File: config.mk
export PLATFORM = sky130hd
export DESIGN_NAME = jtag
export DESIGN_NICKNAME = d
export VERILOG_FILES = /design/src/hw/dbg_pkg.sv /design/src/hw/jtag_pkg.sv /design/src/hw/jtag.sv /design/src/hw/prbs_checker.sv /design/src/hw/raw_jtag.sv /design/src/hw/dbg_regfile.sv /design/src/hw/jtag_tap.sv
export VERILOG_INCLUDE_DIRS = /design/src /design/src/hw
export SDC_FILE = /design/constraint.sdc
export NUM_CORES = 1
export LEC_CHECK = 0
export BUFFER_PORTS_ARGS = -buffer_cell sky130_fd_sc_hd__buf_2
export CAP_MARGIN = 20
export CORE_AREA = 2 2 104 126
export CTS_BUF_LIST = sky130_fd_sc_hd__clkbuf_4 sky130_fd_sc_hd__clkbuf_8
export CTS_CLUSTER_DIAMETER = 120
export DETAILED_ROUTE_END_ITERATION = 6
export DIE_AREA = 0 0 106 128
export HOLD_SLACK_MARGIN = 0.1
export PLACE_DENSITY = 0.69
export SYNTH_ARGS = -nofsm -noshare
export SYNTH_HDL_FRONTEND = slang
export SYNTH_SLANG_ARGS = --single-unit
File: constraint.sdc
create_clock -name clk -period 2 [get_ports clk]
set_clock_uncertainty 0.05 [all_clocks]
set_input_delay 0.4 -clock clk [delete_from_list [all_inputs] [get_ports clk]]
set_output_delay 0.4 -clock clk [all_outputs]
set_load 0.1 [all_outputs]
File: src/hw/jtag_macros.svh
`ifndef JTAG_MACROS_SVH
`define JTAG_MACROS_SVH

// Instruction register width
`define JTAG_IR_W 4

// Debug register file geometry
`define DBG_DATA_W 16
`define DBG_ADDR_W 4

// Device identification, LSB must stay 1
`define JTAG_IDCODE 32'h1A5E_0001

`endif
File: src/hw/dbg_pkg.sv
package dbg_pkg;

`include "jtag_macros.svh"

	typedef logic [`DBG_DATA_W-1:0] dbg_word_t;

	// Register map, unmapped addresses read as zero
	typedef enum logic [`DBG_ADDR_W-1:0] {
		REG_CTRL    = `DBG_ADDR_W'd0,
		REG_SCRATCH = `DBG_ADDR_W'd1,
		REG_ERR     = `DBG_ADDR_W'd2,
		REG_TOTAL   = `DBG_ADDR_W'd3
	} dbg_addr_t;

	typedef enum logic {
		PRBS_SEED  = 1'b0,
		PRBS_CHECK = 1'b1
	} prbs_mode_t;

endpackage

File: src/hw/jtag_pkg.sv
package jtag_pkg;

`include "jtag_macros.svh"

	// IEEE 1149.1 TAP controller states
	typedef enum logic [3:0] {
		TEST_LOGIC_RESET,
		RUN_TEST_IDLE,
		SELECT_DR,
		CAPTURE_DR,
		SHIFT_DR,
		EXIT1_DR,
		PAUSE_DR,
		EXIT2_DR,
		UPDATE_DR,
		SELECT_IR,
		CAPTURE_IR,
		SHIFT_IR,
		EXIT1_IR,
		PAUSE_IR,
		EXIT2_IR,
		UPDATE_IR
	} tap_state_t;

	// Unlisted codes fall back to bypass
	typedef enum logic [`JTAG_IR_W-1:0] {
		IDCODE = `JTAG_IR_W'd1,
		ADDR   = `JTAG_IR_W'd2,
		DATA   = `JTAG_IR_W'd3,
		BYPASS = `JTAG_IR_W'd15
	} jtag_instr_t;

endpackage

File: src/hw/jtag.sv
`timescale 1ns/100ps
`default_nettype none

module jtag
	import dbg_pkg::*;
(
	input wire logic clk,
	input wire logic rst_n_i,
	input wire logic tck_i,
	input wire logic tms_i,
	input wire logic tdi_i,
	input wire logic trst_n_i,
	output logic tdo_o,
	input wire logic rx_data_i,
	input wire logic rx_valid_i
);
	logic int_rstb;
	logic prbs_rst_n;
	prbs_mode_t prbs_mode;
	dbg_word_t err_cnt;
	dbg_word_t bit_cnt;

	// Checker held in reset until REG_CTRL releases it
	assign prbs_rst_n = rst_n_i & int_rstb;

	raw_jtag u_raw_jtag (
		.clk(clk),
		.rst_n_i(rst_n_i),
		.tck_i(tck_i),
		.tms_i(tms_i),
		.tdi_i(tdi_i),
		.trst_n_i(trst_n_i),
		.err_cnt_i(err_cnt),
		.bit_cnt_i(bit_cnt),
		.tdo_o(tdo_o),
		.int_rstb_o(int_rstb),
		.prbs_mode_o(prbs_mode)
	);

	prbs_checker u_prbs_checker (
		.clk(clk),
		.rst_n_i(prbs_rst_n),
		.rx_data_i(rx_data_i),
		.rx_valid_i(rx_valid_i),
		.mode_i(prbs_mode),
		.err_cnt_o(err_cnt),
		.bit_cnt_o(bit_cnt)
	);
endmodule

`default_nettype wire

File: src/hw/prbs_checker.sv
`timescale 1ns/100ps
`default_nettype none

module prbs_checker
	import dbg_pkg::*;
(
	input wire logic clk,
	input wire logic rst_n_i,
	input wire logic rx_data_i,
	input wire logic rx_valid_i,
	input wire prbs_mode_t mode_i,
	output dbg_word_t err_cnt_o,
	output dbg_word_t bit_cnt_o
);
	// Last seven bits, oldest in bit 6
	logic [6:0] pred_q;
	logic pred_bit;

	// x^7 + x^6 + 1
	assign pred_bit = pred_q[6] ^ pred_q[5];

	always_ff @(posedge clk or negedge rst_n_i) begin
		if (!rst_n_i) begin
			pred_q <= '0;
			err_cnt_o <= '0;
			bit_cnt_o <= '0;
		end else if (rx_valid_i) begin
			if (mode_i == PRBS_SEED) begin
				// Lock onto the incoming stream
				pred_q <= {pred_q[5:0], rx_data_i};
			end else begin
				pred_q <= {pred_q[5:0], pred_bit};
				if (bit_cnt_o != '1)
					bit_cnt_o <= bit_cnt_o + 1'b1;
				if ((rx_data_i != pred_bit) && (err_cnt_o != '1))
					err_cnt_o <= err_cnt_o + 1'b1;
			end
		end
	end
endmodule

`default_nettype wire

File: src/hw/raw_jtag.sv
`timescale 1ns/100ps
`default_nettype none

module raw_jtag
	import jtag_pkg::*;
	import dbg_pkg::*;
(
	input wire logic clk,
	input wire logic rst_n_i,
	input wire logic tck_i,
	input wire logic tms_i,
	input wire logic tdi_i,
	input wire logic trst_n_i,
	input wire dbg_word_t err_cnt_i,
	input wire dbg_word_t bit_cnt_i,
	output logic tdo_o,
	output logic int_rstb_o,
	output prbs_mode_t prbs_mode_o
);
	logic tck_rise;
	logic tck_fall;
	logic tdi;
	logic capture_dr;
	logic shift_dr;
	logic update_dr;
	logic ir_shift;
	logic ir_tdo;
	logic dr_tdo;
	jtag_instr_t instr;

	jtag_tap u_tap (
		.clk(clk),
		.rst_n_i(rst_n_i),
		.tck_i(tck_i),
		.tms_i(tms_i),
		.tdi_i(tdi_i),
		.trst_n_i(trst_n_i),
		.tck_rise_o(tck_rise),
		.tck_fall_o(tck_fall),
		.tdi_o(tdi),
		.capture_dr_o(capture_dr),
		.shift_dr_o(shift_dr),
		.update_dr_o(update_dr),
		.ir_shift_o(ir_shift),
		.ir_tdo_o(ir_tdo),
		.instr_o(instr)
	);

	dbg_regfile u_regfile (
		.clk(clk),
		.rst_n_i(rst_n_i),
		.tck_rise_i(tck_rise),
		.tdi_i(tdi),
		.capture_dr_i(capture_dr),
		.shift_dr_i(shift_dr),
		.update_dr_i(update_dr),
		.instr_i(instr),
		.err_cnt_i(err_cnt_i),
		.bit_cnt_i(bit_cnt_i),
		.dr_tdo_o(dr_tdo),
		.int_rstb_o(int_rstb_o),
		.prbs_mode_o(prbs_mode_o)
	);

	// TDO launches on the falling tck edge
	always_ff @(posedge clk or negedge rst_n_i) begin
		if (!rst_n_i)
			tdo_o <= 1'b0;
		else if (tck_fall)
			tdo_o <= ir_shift ? ir_tdo : dr_tdo;
	end
endmodule

`default_nettype wire

File: src/hw/dbg_regfile.sv
`timescale 1ns/100ps
`default_nettype none

`include "jtag_macros.svh"

module dbg_regfile
	import jtag_pkg::*;
	import dbg_pkg::*;
(
	input wire logic clk,
	input wire logic rst_n_i,
	input wire logic tck_rise_i,
	input wire logic tdi_i,
	input wire logic capture_dr_i,
	input wire logic shift_dr_i,
	input wire logic update_dr_i,
	input wire jtag_instr_t instr_i,
	input wire dbg_word_t err_cnt_i,
	input wire dbg_word_t bit_cnt_i,
	output logic dr_tdo_o,
	output logic int_rstb_o,
	output prbs_mode_t prbs_mode_o
);
	logic sel_id;
	logic sel_addr;
	logic sel_data;
	logic bypass_q;
	logic [31:0] id_sr_q;
	logic [`DBG_ADDR_W-1:0] addr_sr_q;
	dbg_addr_t addr_q;
	dbg_word_t data_sr_q;
	dbg_word_t rd_word;
	// {prbs_mode, int_rstb}
	logic [1:0] ctrl_q;
	dbg_word_t scratch_q;

	assign sel_id = (instr_i == IDCODE);
	assign sel_addr = (instr_i == ADDR);
	assign sel_data = (instr_i == DATA);

	always_comb begin
		case (addr_q)
			REG_CTRL:    rd_word = {{(`DBG_DATA_W-2){1'b0}}, ctrl_q};
			REG_SCRATCH: rd_word = scratch_q;
			REG_ERR:     rd_word = err_cnt_i;
			REG_TOTAL:   rd_word = bit_cnt_i;
			default:     rd_word = '0;
		endcase
	end

	// Scan chains, all LSB first
	always_ff @(posedge clk) begin
		if (tck_rise_i) begin
			if (capture_dr_i) begin
				bypass_q <= 1'b0;
				if (sel_id)
					id_sr_q <= `JTAG_IDCODE;
				if (sel_addr)
					addr_sr_q <= addr_q;
				if (sel_data)
					data_sr_q <= rd_word;
			end else if (shift_dr_i) begin
				bypass_q <= tdi_i;
				if (sel_id)
					id_sr_q <= {tdi_i, id_sr_q[31:1]};
				if (sel_addr)
					addr_sr_q <= {tdi_i, addr_sr_q[`DBG_ADDR_W-1:1]};
				if (sel_data)
					data_sr_q <= {tdi_i, data_sr_q[`DBG_DATA_W-1:1]};
			end
		end
	end

	// Status registers take no writes
	always_ff @(posedge clk or negedge rst_n_i) begin
		if (!rst_n_i) begin
			addr_q <= REG_CTRL;
			ctrl_q <= '0;
			scratch_q <= '0;
		end else if (tck_rise_i && update_dr_i) begin
			if (sel_addr)
				addr_q <= dbg_addr_t'(addr_sr_q);
			if (sel_data) begin
				case (addr_q)
					REG_CTRL:    ctrl_q <= data_sr_q[1:0];
					REG_SCRATCH: scratch_q <= data_sr_q;
					default:     ;
				endcase
			end
		end
	end

	always_comb begin
		if (sel_id)
			dr_tdo_o = id_sr_q[0];
		else if (sel_addr)
			dr_tdo_o = addr_sr_q[0];
		else if (sel_data)
			dr_tdo_o = data_sr_q[0];
		else
			dr_tdo_o = bypass_q;
	end

	assign int_rstb_o = ctrl_q[0];
	assign prbs_mode_o = prbs_mode_t'(ctrl_q[1]);
endmodule

`default_nettype wire

File: src/hw/jtag_tap.sv
`timescale 1ns/100ps
`default_nettype none

`include "jtag_macros.svh"

module jtag_tap
	import jtag_pkg::*;
(
	input wire logic clk,
	input wire logic rst_n_i,
	input wire logic tck_i,
	input wire logic tms_i,
	input wire logic tdi_i,
	input wire logic trst_n_i,
	output logic tck_rise_o,
	output logic tck_fall_o,
	output logic tdi_o,
	output logic capture_dr_o,
	output logic shift_dr_o,
	output logic update_dr_o,
	output logic ir_shift_o,
	output logic ir_tdo_o,
	output jtag_instr_t instr_o
);
	// Pin order {trst_n, tdi, tms, tck}
	logic [3:0] sync1_q;
	logic [3:0] sync2_q;
	logic tck_d_q;
	logic tck_rise_q;
	logic tck_fall_q;
	logic tms_q;
	logic tdi_q;
	tap_state_t state_q;
	tap_state_t state_d;
	jtag_instr_t instr_q;
	logic [`JTAG_IR_W-1:0] ir_sr_q;

	always_ff @(posedge clk or negedge rst_n_i) begin
		if (!rst_n_i) begin
			sync1_q <= '0;
			sync2_q <= '0;
			tck_d_q <= 1'b0;
			tck_rise_q <= 1'b0;
			tck_fall_q <= 1'b0;
			tms_q <= 1'b1;
			tdi_q <= 1'b0;
		end else begin
			sync1_q <= {trst_n_i, tdi_i, tms_i, tck_i};
			sync2_q <= sync1_q;
			tck_d_q <= sync2_q[0];
			// tms and tdi stay aligned with the edge pulses
			tck_rise_q <= sync2_q[0] & ~tck_d_q;
			tck_fall_q <= ~sync2_q[0] & tck_d_q;
			tms_q <= sync2_q[1];
			tdi_q <= sync2_q[2];
		end
	end

	always_comb begin
		case (state_q)
			TEST_LOGIC_RESET: state_d = tms_q ? TEST_LOGIC_RESET : RUN_TEST_IDLE;
			RUN_TEST_IDLE:    state_d = tms_q ? SELECT_DR : RUN_TEST_IDLE;
			SELECT_DR:        state_d = tms_q ? SELECT_IR : CAPTURE_DR;
			CAPTURE_DR:       state_d = tms_q ? EXIT1_DR : SHIFT_DR;
			SHIFT_DR:         state_d = tms_q ? EXIT1_DR : SHIFT_DR;
			EXIT1_DR:         state_d = tms_q ? UPDATE_DR : PAUSE_DR;
			PAUSE_DR:         state_d = tms_q ? EXIT2_DR : PAUSE_DR;
			EXIT2_DR:         state_d = tms_q ? UPDATE_DR : SHIFT_DR;
			UPDATE_DR:        state_d = tms_q ? SELECT_DR : RUN_TEST_IDLE;
			SELECT_IR:        state_d = tms_q ? TEST_LOGIC_RESET : CAPTURE_IR;
			CAPTURE_IR:       state_d = tms_q ? EXIT1_IR : SHIFT_IR;
			SHIFT_IR:         state_d = tms_q ? EXIT1_IR : SHIFT_IR;
			EXIT1_IR:         state_d = tms_q ? UPDATE_IR : PAUSE_IR;
			PAUSE_IR:         state_d = tms_q ? EXIT2_IR : PAUSE_IR;
			EXIT2_IR:         state_d = tms_q ? UPDATE_IR : SHIFT_IR;
			UPDATE_IR:        state_d = tms_q ? SELECT_DR : RUN_TEST_IDLE;
			default:          state_d = TEST_LOGIC_RESET;
		endcase
	end

	// Synchronized trst acts as a clocked reset of the TAP
	always_ff @(posedge clk or negedge rst_n_i) begin
		if (!rst_n_i) begin
			state_q <= TEST_LOGIC_RESET;
			instr_q <= IDCODE;
		end else if (!sync2_q[3]) begin
			state_q <= TEST_LOGIC_RESET;
			instr_q <= IDCODE;
		end else if (tck_rise_q) begin
			state_q <= state_d;
			if (state_d == TEST_LOGIC_RESET)
				instr_q <= IDCODE;
			else if (state_q == UPDATE_IR)
				instr_q <= jtag_instr_t'(ir_sr_q);
		end
	end

	always_ff @(posedge clk) begin
		if (tck_rise_q) begin
			if (state_q == CAPTURE_IR)
				ir_sr_q <= instr_q;
			else if (state_q == SHIFT_IR)
				ir_sr_q <= {tdi_q, ir_sr_q[`JTAG_IR_W-1:1]};
		end
	end

	assign tck_rise_o = tck_rise_q;
	assign tck_fall_o = tck_fall_q;
	assign tdi_o = tdi_q;
	assign capture_dr_o = tck_rise_q && (state_q == CAPTURE_DR);
	assign shift_dr_o = tck_rise_q && (state_q == SHIFT_DR);
	assign update_dr_o = tck_rise_q && (state_q == UPDATE_DR);
	assign ir_shift_o = (state_q == SHIFT_IR);
	assign ir_tdo_o = ir_sr_q[0];
	assign instr_o = instr_q;
endmodule

`default_nettype wire

==> flow_summary.yaml, run 1 <==
logic_synthesis:
  ys_warn_count: 0
  synth_ff_type: "dfrtp_1"
  netlist_area_um2: 6512
  synthCells: 521
  ys_types: 58
  syn_nets: 531
  ys_seq_elements: 140
  synth_async_sr_flop_share_pct: 59.29
  postSynthAreaPerCell_um2: 12.50
  yosysSeqAreaShare_pct: 58.21
  synth-edff-count: 57
sta:
  clock.fmax_mhz: 515.7
  setup_viol: 0
  period_needed_ns: 1.939
  rsz0062_at_grt: "no"
  tightest_slew_ns: 0.6102
  layout_setup_ws_ns: 0.06096
  hold_viol_final: 0
  period_share_pct: 96.95
  maxSlewViolCount: 0
  slew_headroom_pct: 59.01
clock_tree:
  path_clk_slew_ns: 0.08
  clock-root-buffer: "clkbuf_8"
  clock_sinks: 140
  post_cts_buffers: 0
  cts_tree: "done"
  htree_levels: 4
  worstSkewPairLatency_ns: 0.45
  numCtsBuffers: 17
  clk_path_buf_depth: 2
critical_path:
  critical_path_class: "reg2reg"
  crit_fanout: 16
  crit_required_ns: 2.29
  crit_slowest_cell: "dfstp_2"
  arrival_ns: 2.23
  crit_path_cell_trace: "nor4b_1, nand4_1, or2_1, buf_12, mux2_4"
  crit_path_end_kind: "flop"
  startpoint_type: "flop"
  cpPeakStageDelay_ns: 0.53
detailed_routing:
  dr.max_layer_used: "met4"
  drtAntennaViolNets: 0
  post-route-drc-count: 0
  detail_route.iter0.violations: 225
  met3_length_um: 448
  routed_via_density: 5.615
  vias: 4138
  drt-total-wl_um: 12560
  dr_wl_met2_um: 6260
  wl_met1_um: 5584
  post_drt_wl_per_cell_um: 17.04
  drtPass1Iterations: 5
final_layout:
  multi_input_area_um2: 2561
  stdcell_area_um2: 7426
  seq_area_um2: 3791
  fill_cells: 999
  drive_above_1_share_pct: 27.05
  final_cell_mix: "dfrtp_1, edfxtp_1, nand2_1"
  nets: 570
  final_common_cell: "dfrtp_1"
  area_growth_pct: 14.02
  layoutNonFillerInstCount: 737
  antenna_cells: 0
placed_design:
  placement.cell_area_um2: 6940
  port_buffers: 8
  hpwlAfterDp_um: 8557
  place_ws_ns: 0.08728
  gp_congestion: 0.8642
  placedCellCount: 700
global_route:
  grt_remaining_overflow: 0
  grt_pass1_wl_um: 21540
  grt_pass1_vias: 4272
  grt_usage_pct: 20.64
  grt_max_degree: 45
  antenna_found_initial: 0
worst_hold_path:
  min_path_type: "reg2reg"
die:
  rows: 45
  design.die.area_um2: 13570
  die_w_um: 106
  ios: 9
  start_util_pct: 52.34
  core-area_um2: 12440
  dieHeight_um: 128
pwr:
  ir_drop_mv: 0.7496
  power_mw: 6.045
  p_leak_nw: 3.180
  powerDensity_nw_per_um2: 814.1
status:
  status: "complete, no violations"
run:
  maxCapViolCount: 0
-- synth_stat cells, types with 3 or more instances --
library cell	instances	area [um^2]
dfrtp_1	81	2027
edfxtp_1	57	1712
nand2_1	44	165.2
mux2_2	34	382.9
and2_1	26	162.7
xor2_1	23	201.4
nor2_1	18	67.56
nand3_1	16	80.08
o21ai_0	16	80.08
clkbuf_1	15	56.30
a22oi_1	14	105.1
inv_1	14	52.55
nand2b_1	14	87.58
nor3_1	11	55.05
a21oi_1	10	50.05
mux2_4	10	150.1
o21ai_2	10	87.58
nand4_1	9	56.30
nor2b_1	9	56.30
nor4_1	9	56.30
xnor2_1	7	61.31
a211oi_1	6	45.04
buf_2	6	30.03
a2111oi_2	4	60.06
a22o_1	3	26.28
and3_1	3	18.77
buf_6	3	33.78
mux2_1	3	33.78
o21bai_1	3	22.52
or2_2	3	18.77
-- through the flow --
step / hold WS, ns / util, % / TNS (ns)
3_3_place_gp: 0.2824 / 55.78 / 0
2_1_floorplan: 0.05441 / - / -13.43
4_1_cts: 0.3000 / 59.66 / 0
6_report: 0.3044 / 59.68 / 0
3_5_place_dp: 0.2894 / 55.78 / 0
5_1_grt: 0.3075 / 59.68 / 0
-- kinds of logic after synthesis --
family	count (synthesis)	synth area share (%)
flops	140	58.21
simple gates	180	15.47
fa+ha+maj	2	0.3842
compound gates	76	8.895
mux	51	9.702
xor+xnor	31	4.400
buf+inv	41	2.939
-- per-layer routing --
layer  global-route usage [%]  vias up
met5                        0        -
met2                    34.00       92
met3                    5.948       22
met4                    8.204        0
met1                    25.82     2067
li1                         -     1957
-- worst paths after layout --
path	startpoint	end	slack, ns	cells after the start
worst min register to register	u_raw_jtag.u_tap.sync1_q[0]	u_raw_jtag.u_tap.sync2_q[0]	0.30	0
worst min-delay path	u_raw_jtag.u_tap.sync1_q[0]	u_raw_jtag.u_tap.sync2_q[0]	0.30	0
min in group asynchronous	u_raw_jtag.u_regfile.ctrl_q[0]	u_prbs_checker.bit_cnt_o[14]	0.44	2
max in group asynchronous	rst_n_i	u_prbs_checker.bit_cnt_o[10]	0.88	4
worst max-delay path	u_raw_jtag.u_tap.instr_o[0]	u_raw_jtag.u_regfile.scratch_q[10]	0.06	5
worst max register to register	u_raw_jtag.u_tap.instr_o[0]	u_raw_jtag.u_regfile.scratch_q[10]	0.06	5
-- flip-flops by register name (all words and copies together) (netlist names), 7 cells and up --
register / cells
u_raw_jtag.u_regfile.id_sr_q: 32
u_prbs_checker.bit_cnt_o: 16
u_prbs_checker.err_cnt_o: 16
u_raw_jtag.u_regfile.data_sr_q: 16
u_raw_jtag.u_regfile.scratch_q: 16
u_prbs_checker.pred_q: 7
-- cell type report --
type                    count  area share (%)
flip-flops and latches    140           51.05
clock buffers              17           3.151
repair buffers             47           5.156
clock inverters            15           2.679
multi-input cells         340           34.49
well taps                 164           2.763
inverters                  14          0.7077
-- power by group --
| group | total, mW | internal (mW) | switching (mW) |
|---|---|---|---|
| logic | 0.425 | 0.208 | 0.217 |
| registers | 3.17 | 3.08 | 0.0910 |
| clock network | 2.45 | 1.36 | 1.10 |
-- worst max-delay path, delay by kind of cell (launching register included) --
family                 cells  cell delay [ns]
AND/OR/NAND/NOR            3             0.77
buffers and inverters      1             0.17
flip-flops                 1             0.53
multiplexers               1             0.30
-- timing repair --
item | CTS | global route
gates resized for setup | 0 | 1
endpoints found under the hold margin | 46 | 0
hold buffers | 5 | 0
endpoints found under the setup margin | 0 | 1
Note: power is estimated with default switching activity, not from simulation.
==> run 2: changes to the inputs <==
--- a/config.mk
+++ b/config.mk
@@ -9,7 +9,7 @@
 export BUFFER_PORTS_ARGS = -buffer_cell sky130_fd_sc_hd__buf_2
 export CAP_MARGIN = 20
 export CORE_AREA = 2 2 104 126
-export CTS_BUF_LIST = sky130_fd_sc_hd__clkbuf_4 sky130_fd_sc_hd__clkbuf_8
+export CTS_BUF_LIST = sky130_fd_sc_hd__clkbuf_4 sky130_fd_sc_hd__clkbuf_8 sky130_fd_sc_hd__clkbuf_16
 export CTS_CLUSTER_DIAMETER = 120
 export DETAILED_ROUTE_END_ITERATION = 6
 export DIE_AREA = 0 0 106 128
==> run 2 against run 1 <==
Compared with the run above: flip-flop and latch count unchanged; count of clock-buffer cells in the layout stayed put; utilization grew 1.5 points; critical endpoint unchanged; clock power grew 34%; register-to-register slack barely moved.
==> flow_summary.yaml, run 2 (same netlist as run 1, synthesis figures left out) <==
pwr:
  p_int_mw: 5.372
  ir_drop_mv: 0.8208
  combPwrFrac_pct: 6.2
  seqPwrFrac_pct: 46.1
  power.share.switching_pct: 22.02
  power_mw: 6.888
  p_sw_mw: 1.517
  p_clk_share_pct: 47.7
  p_leak_nw: 3.267
  powerDensity_nw_per_um2: 904.3
critical_path:
  cpLargestDelayFamily: "simple AND/OR/NAND/NOR gates"
  crit_fanout: 16
  crit_buf_inv: 1
  reg2regPathDepth: 5
  cpPeakStageDelay_ns: 0.53
  crit_start: "u_raw_jtag.u_tap.instr_o[0]"
  critical_path_class: "reg2reg"
  crit_path_cell_trace: "nor4b_1, nand4_1, or2_1, buf_12, mux2_4"
  reg2reg_to: "u_raw_jtag.u_regfile.scratch_q[10]"
  worstReg2RegStart: "u_raw_jtag.u_tap.instr_o[0]"
  reg2reg_slack_ns: 0.05
  worstSetupEndpoint: "u_raw_jtag.u_regfile.scratch_q[10]"
  crit_path_end_kind: "flop"
  cp.depth: 5
  arrival_ns: 2.20
  crit_required_ns: 2.25
  startpoint_type: "flop"
  crit_slowest_cell: "dfstp_2"
detailed_routing:
  wl_met1_um: 5567
  dr.max_layer_used: "met4"
  drtAntennaViolNets: 0
  drt-total-wl_um: 12860
  met3_length_um: 483
  dr_wl_met2_um: 6445
  vias: 4093
  detail_route.iter0.violations: 255
  drtPass1Iterations: 4
  post-route-drc-count: 0
  routed_via_density: 5.554
  post_drt_wl_per_cell_um: 17.45
final_layout:
  largest_reg_flops: 32
  stdcell_area_um2: 7617
  fill_cells: 966
  nets: 570
  drive_above_1_share_pct: 27.05
  final_common_cell: "dfrtp_1"
  multi_input_area_um2: 2561
  fin_util_pct: 61.22
  area_growth_pct: 16.96
  antenna_cells: 0
  layoutNonFillerInstCount: 737
  seq_area_um2: 3791
  top_register: "u_raw_jtag.u_regfile.id_sr_q"
  final_cell_mix: "dfrtp_1, edfxtp_1, nand2_1"
sta:
  clock.fmax_mhz: 513.9
  tightest_slew_ns: 0.6129
  layout_setup_ws_ns: 0.05408
  rsz0062_at_grt: "no"
  maxSlewViolCount: 0
  slew_headroom_pct: 58.82
  period_needed_ns: 1.946
  hold_viol_final: 0
  whs_ns: 0.3010
  setup_viol: 0
  tns_ns: 0
  period_share_pct: 97.30
global_route:
  grt_pass1_vias: 4355
  grt_pass1_wl_um: 22070
  grt_max_degree: 45
  grt_usage_pct: 21.31
  antenna_found_initial: 0
  grt_remaining_overflow: 0
status:
  status: "complete, no violations"
placed_design:
  gp_congestion: 0.8642
  place_ws_ns: 0.08728
  hpwlAfterDp_um: 8557
  port_buffers: 8
  placement.cell_area_um2: 6940
  placedCellCount: 700
clock_tree:
  worstSkewPairLatency_ns: 0.42
  htree_levels: 4
  numCtsBuffers: 17
  clk_path_buf_depth: 2
  clock-root-buffer: "clkbuf_16"
  post_cts_buffers: 0
  cts_tree: "done"
  clock_sinks: 140
  path_clk_slew_ns: 0.06
worst_hold_path:
  min_path_type: "reg2reg"
  hp-start: "u_raw_jtag.u_tap.sync1_q[2]"
die:
  design.die.area_um2: 13570
  start_util_pct: 52.34
  rows: 45
  ios: 9
  die_w_um: 106
  dieHeight_um: 128
  core-area_um2: 12440
run:
  maxCapViolCount: 0
## run 2: worst min path at each step
stage	to	slack, ns	cells after the start
6_report	u_raw_jtag.u_tap.sync2_q[2]	0.30	0
2_1_floorplan	u_raw_jtag.tdo_o	0.05	0
4_1_cts	u_raw_jtag.u_tap.sync2_q[0]	0.30	0
5_1_grt	u_raw_jtag.u_tap.sync2_q[0]	0.30	0
3_5_place_dp	u_raw_jtag.u_tap.sync2_q[0]	0.29	0
3_3_place_gp	u_raw_jtag.u_tap.sync2_q[0]	0.28	0
## run 2: metal layers
metal,up-vias,global-route usage [%]
met5,-,0
met4,0,9.443
met3,30,5.948
met2,80,34.99
met1,2028,26.48
li1,1955,-
## run 2: layout make-up
class,count,share of cell area [%]
well taps,164,2.694
clock inverters,15,2.612
inverters,14,0.6899
flip-flops and latches,140,49.77
clock buffers,17,5.585
multi-input cells,340,33.62
repair buffers,47,5.026
## run 2: power by group through the flow
stage                     Sequential, mW  Combinational [mW]  Clock, mW
after floorplan                     3.24               0.251          0
after global placement              3.22               0.408          0
after detailed placement            3.23               0.421          0
after CTS                           3.17               0.431       3.33
after global routing                3.18               0.470       3.47
final                               3.17               0.426       3.29
## run 2: timing repair
item,4_1_cts,5_1_grt
hold buffers,5,0
gates resized for setup,0,1
endpoints found under the setup margin,0,2
hold endpoints to repair,46,0
==> run 3: changes to the inputs <==
--- a/config.mk
+++ b/config.mk
@@ -13,6 +13,7 @@
 export CTS_CLUSTER_DIAMETER = 120
 export DETAILED_ROUTE_END_ITERATION = 6
 export DIE_AREA = 0 0 106 128
+export GPL_TIMING_DRIVEN = 1
 export HOLD_SLACK_MARGIN = 0.1
 export PLACE_DENSITY = 0.69
 export SYNTH_ARGS = -nofsm -noshare
==> constraint.sdc (replaced) <==
create_clock -name clk -period 2.3 [get_ports clk]
set_clock_uncertainty 0.05 [all_clocks]
set_input_delay 0.46 -clock clk [delete_from_list [all_inputs] [get_ports clk]]
set_output_delay 0.46 -clock clk [all_outputs]
set_load 0.1 [all_outputs]
==> run 3 against run 2 <==
Compared with the run above: cell count decreased by 2.6%; register-to-register slack better by 0.23 ns; largest power group unchanged; flip-flop and latch count unchanged.
==> flow_summary.yaml, run 3 (same netlist as run 1, synthesis figures left out) <==
die:
  core-area_um2: 12440
  start_util_pct: 52.34
  ios: 9
  design.die.area_um2: 13570
  dieHeight_um: 128
  die_w_um: 106
  rows: 45
final_layout:
  antenna_cells: 0
  fill_cells: 969
  drive_above_1_share_pct: 24.37
  layoutNonFillerInstCount: 718
  fin_util_pct: 60.18
  largest_reg_flops: 32
  final_cell_mix: "dfrtp_1, edfxtp_1, nand2_1"
  area_growth_pct: 14.99
  top_register: "u_raw_jtag.u_regfile.id_sr_q"
  nets: 551
  final_common_cell: "dfrtp_1"
placed_design:
  gp_congestion: 0.8509
  hpwlAfterDp_um: 8184
  port_buffers: 8
  placedCellCount: 681
detailed_routing:
  post-route-drc-count: 0
  drt-total-wl_um: 12390
  drtAntennaViolNets: 0
  post_drt_wl_per_cell_um: 17.26
  drtPass1Iterations: 4
  routed_via_density: 5.579
  detail_route.iter0.violations: 200
  vias: 4006
sta:
  setup_viol: 0
  clock.fmax_mhz: 495.3
  period_share_pct: 87.78
  tns_ns: 0
  hold_viol_final: 0
  rsz0062_at_grt: "no"
  slew_headroom_pct: 33.79
  tightest_slew_ns: 0.9895
  whs_ns: 0.2986
  period_needed_ns: 2.019
  maxSlewViolCount: 0
clock_tree:
  clock-root-buffer: "clkbuf_16"
  postCtsHoldBufs: 5
  cts_tree: "done"
  worstSkewPairLatency_ns: 0.43
  post_cts_buffers: 0
  clk_path_buf_depth: 2
  path_clk_slew_ns: 0.06
  clock_sinks: 140
  htree_levels: 4
  cts-resized-gates: 0
  numCtsBuffers: 17
pwr:
  power_mw: 6.122
  powerDensity_nw_per_um2: 817.5
  p_leak_nw: 3.184
  ir_drop_mv: 0.5542
critical_path:
  cpPeakStageDelay_ns: 0.45
  critical_path_class: "reg2reg"
  cpLargestDelayFamily: "compound AO/OA/AOI/OAI gates"
  crit_slowest_cell: "dfrtp_1"
  startpoint_type: "flop"
  crit_fanout: 9
  crit_buf_inv: 1
  worstReg2RegStart: "u_raw_jtag.u_tap.state_q[1]"
  crit_start: "u_raw_jtag.u_tap.state_q[1]"
  crit_required_ns: 2.54
  crit_path_end_kind: "flop"
  crit_path_cell_trace: "buf_4, nand2b_1, o41ai_4, o22ai_2, mux2_1"
  arrival_ns: 2.26
run:
  maxCapViolCount: 0
global_route:
  grt_max_degree: 50
  antenna_found_initial: 0
  grt_pass1_wl_um: 21140
  grt_usage_pct: 20.34
  grt_remaining_overflow: 0
  grt_pass1_vias: 4216
status:
  status: "complete, no violations"
worst_hold_path:
  min_path_type: "reg2async"
## run 3: final cells by class
cell class,count,area (um^2),share of cell area [%]
Sequential cell,140,3791,50.63
Clock inverter,14,202.7,2.707
Multi-Input combinational cell,340,2559,34.17
Inverter,14,52.55,0.7018
Timing Repair Buffer,28,227.7,3.041
Clock buffer,18,450.4,6.015
Tap cell,164,205.2,2.740
## run 3: report_power, final
part	switching, mW	internal, mW
registers	0.111	2.68
logic	0.152	0.154
clock network	1.12	1.91
total	1.38	4.74
## run 3: path summary, 6_finish.rpt
check | endpoint | slack (ns) | cells after the start
max | u_raw_jtag.u_tap.instr_o[3] | 0.28 | 5
min | u_prbs_checker.bit_cnt_o[11] | 0.30 | 1
max reg2reg | u_raw_jtag.u_tap.instr_o[3] | 0.28 | 5
min reg2reg | u_prbs_checker.bit_cnt_o[11] | 0.30 | 1
max in group asynchronous | u_prbs_checker.err_cnt_o[13] | 1.12 | 4
min in group clk | u_raw_jtag.u_tap.tms_q | 0.30 | 0
## run 3: metal layers
layer | global-route usage [%] | share of wire, % | vias to the layer above
met3 | 4.881 | 2.9 | 21
met1 | 26.37 | 44 | 2009
met5 | 0 | 0 | -
met2 | 31.84 | 50 | 62
li1 | - | - | 1914
met4 | 10.91 | 3.1 | 0
## run 3: stage by stage
| stage | worst slack (ns) | cell area, um^2 |
|---|---|---|
| after floorplan | -0.1198 | 6550 |
| after global routing | 0.1343 | 7488 |
| after global placement | 0.3563 | 6785 |
| final | 0.2811 | 7488 |
| after CTS | 0.2732 | 7488 |
| after detailed placement | 0.2883 | 6785 |
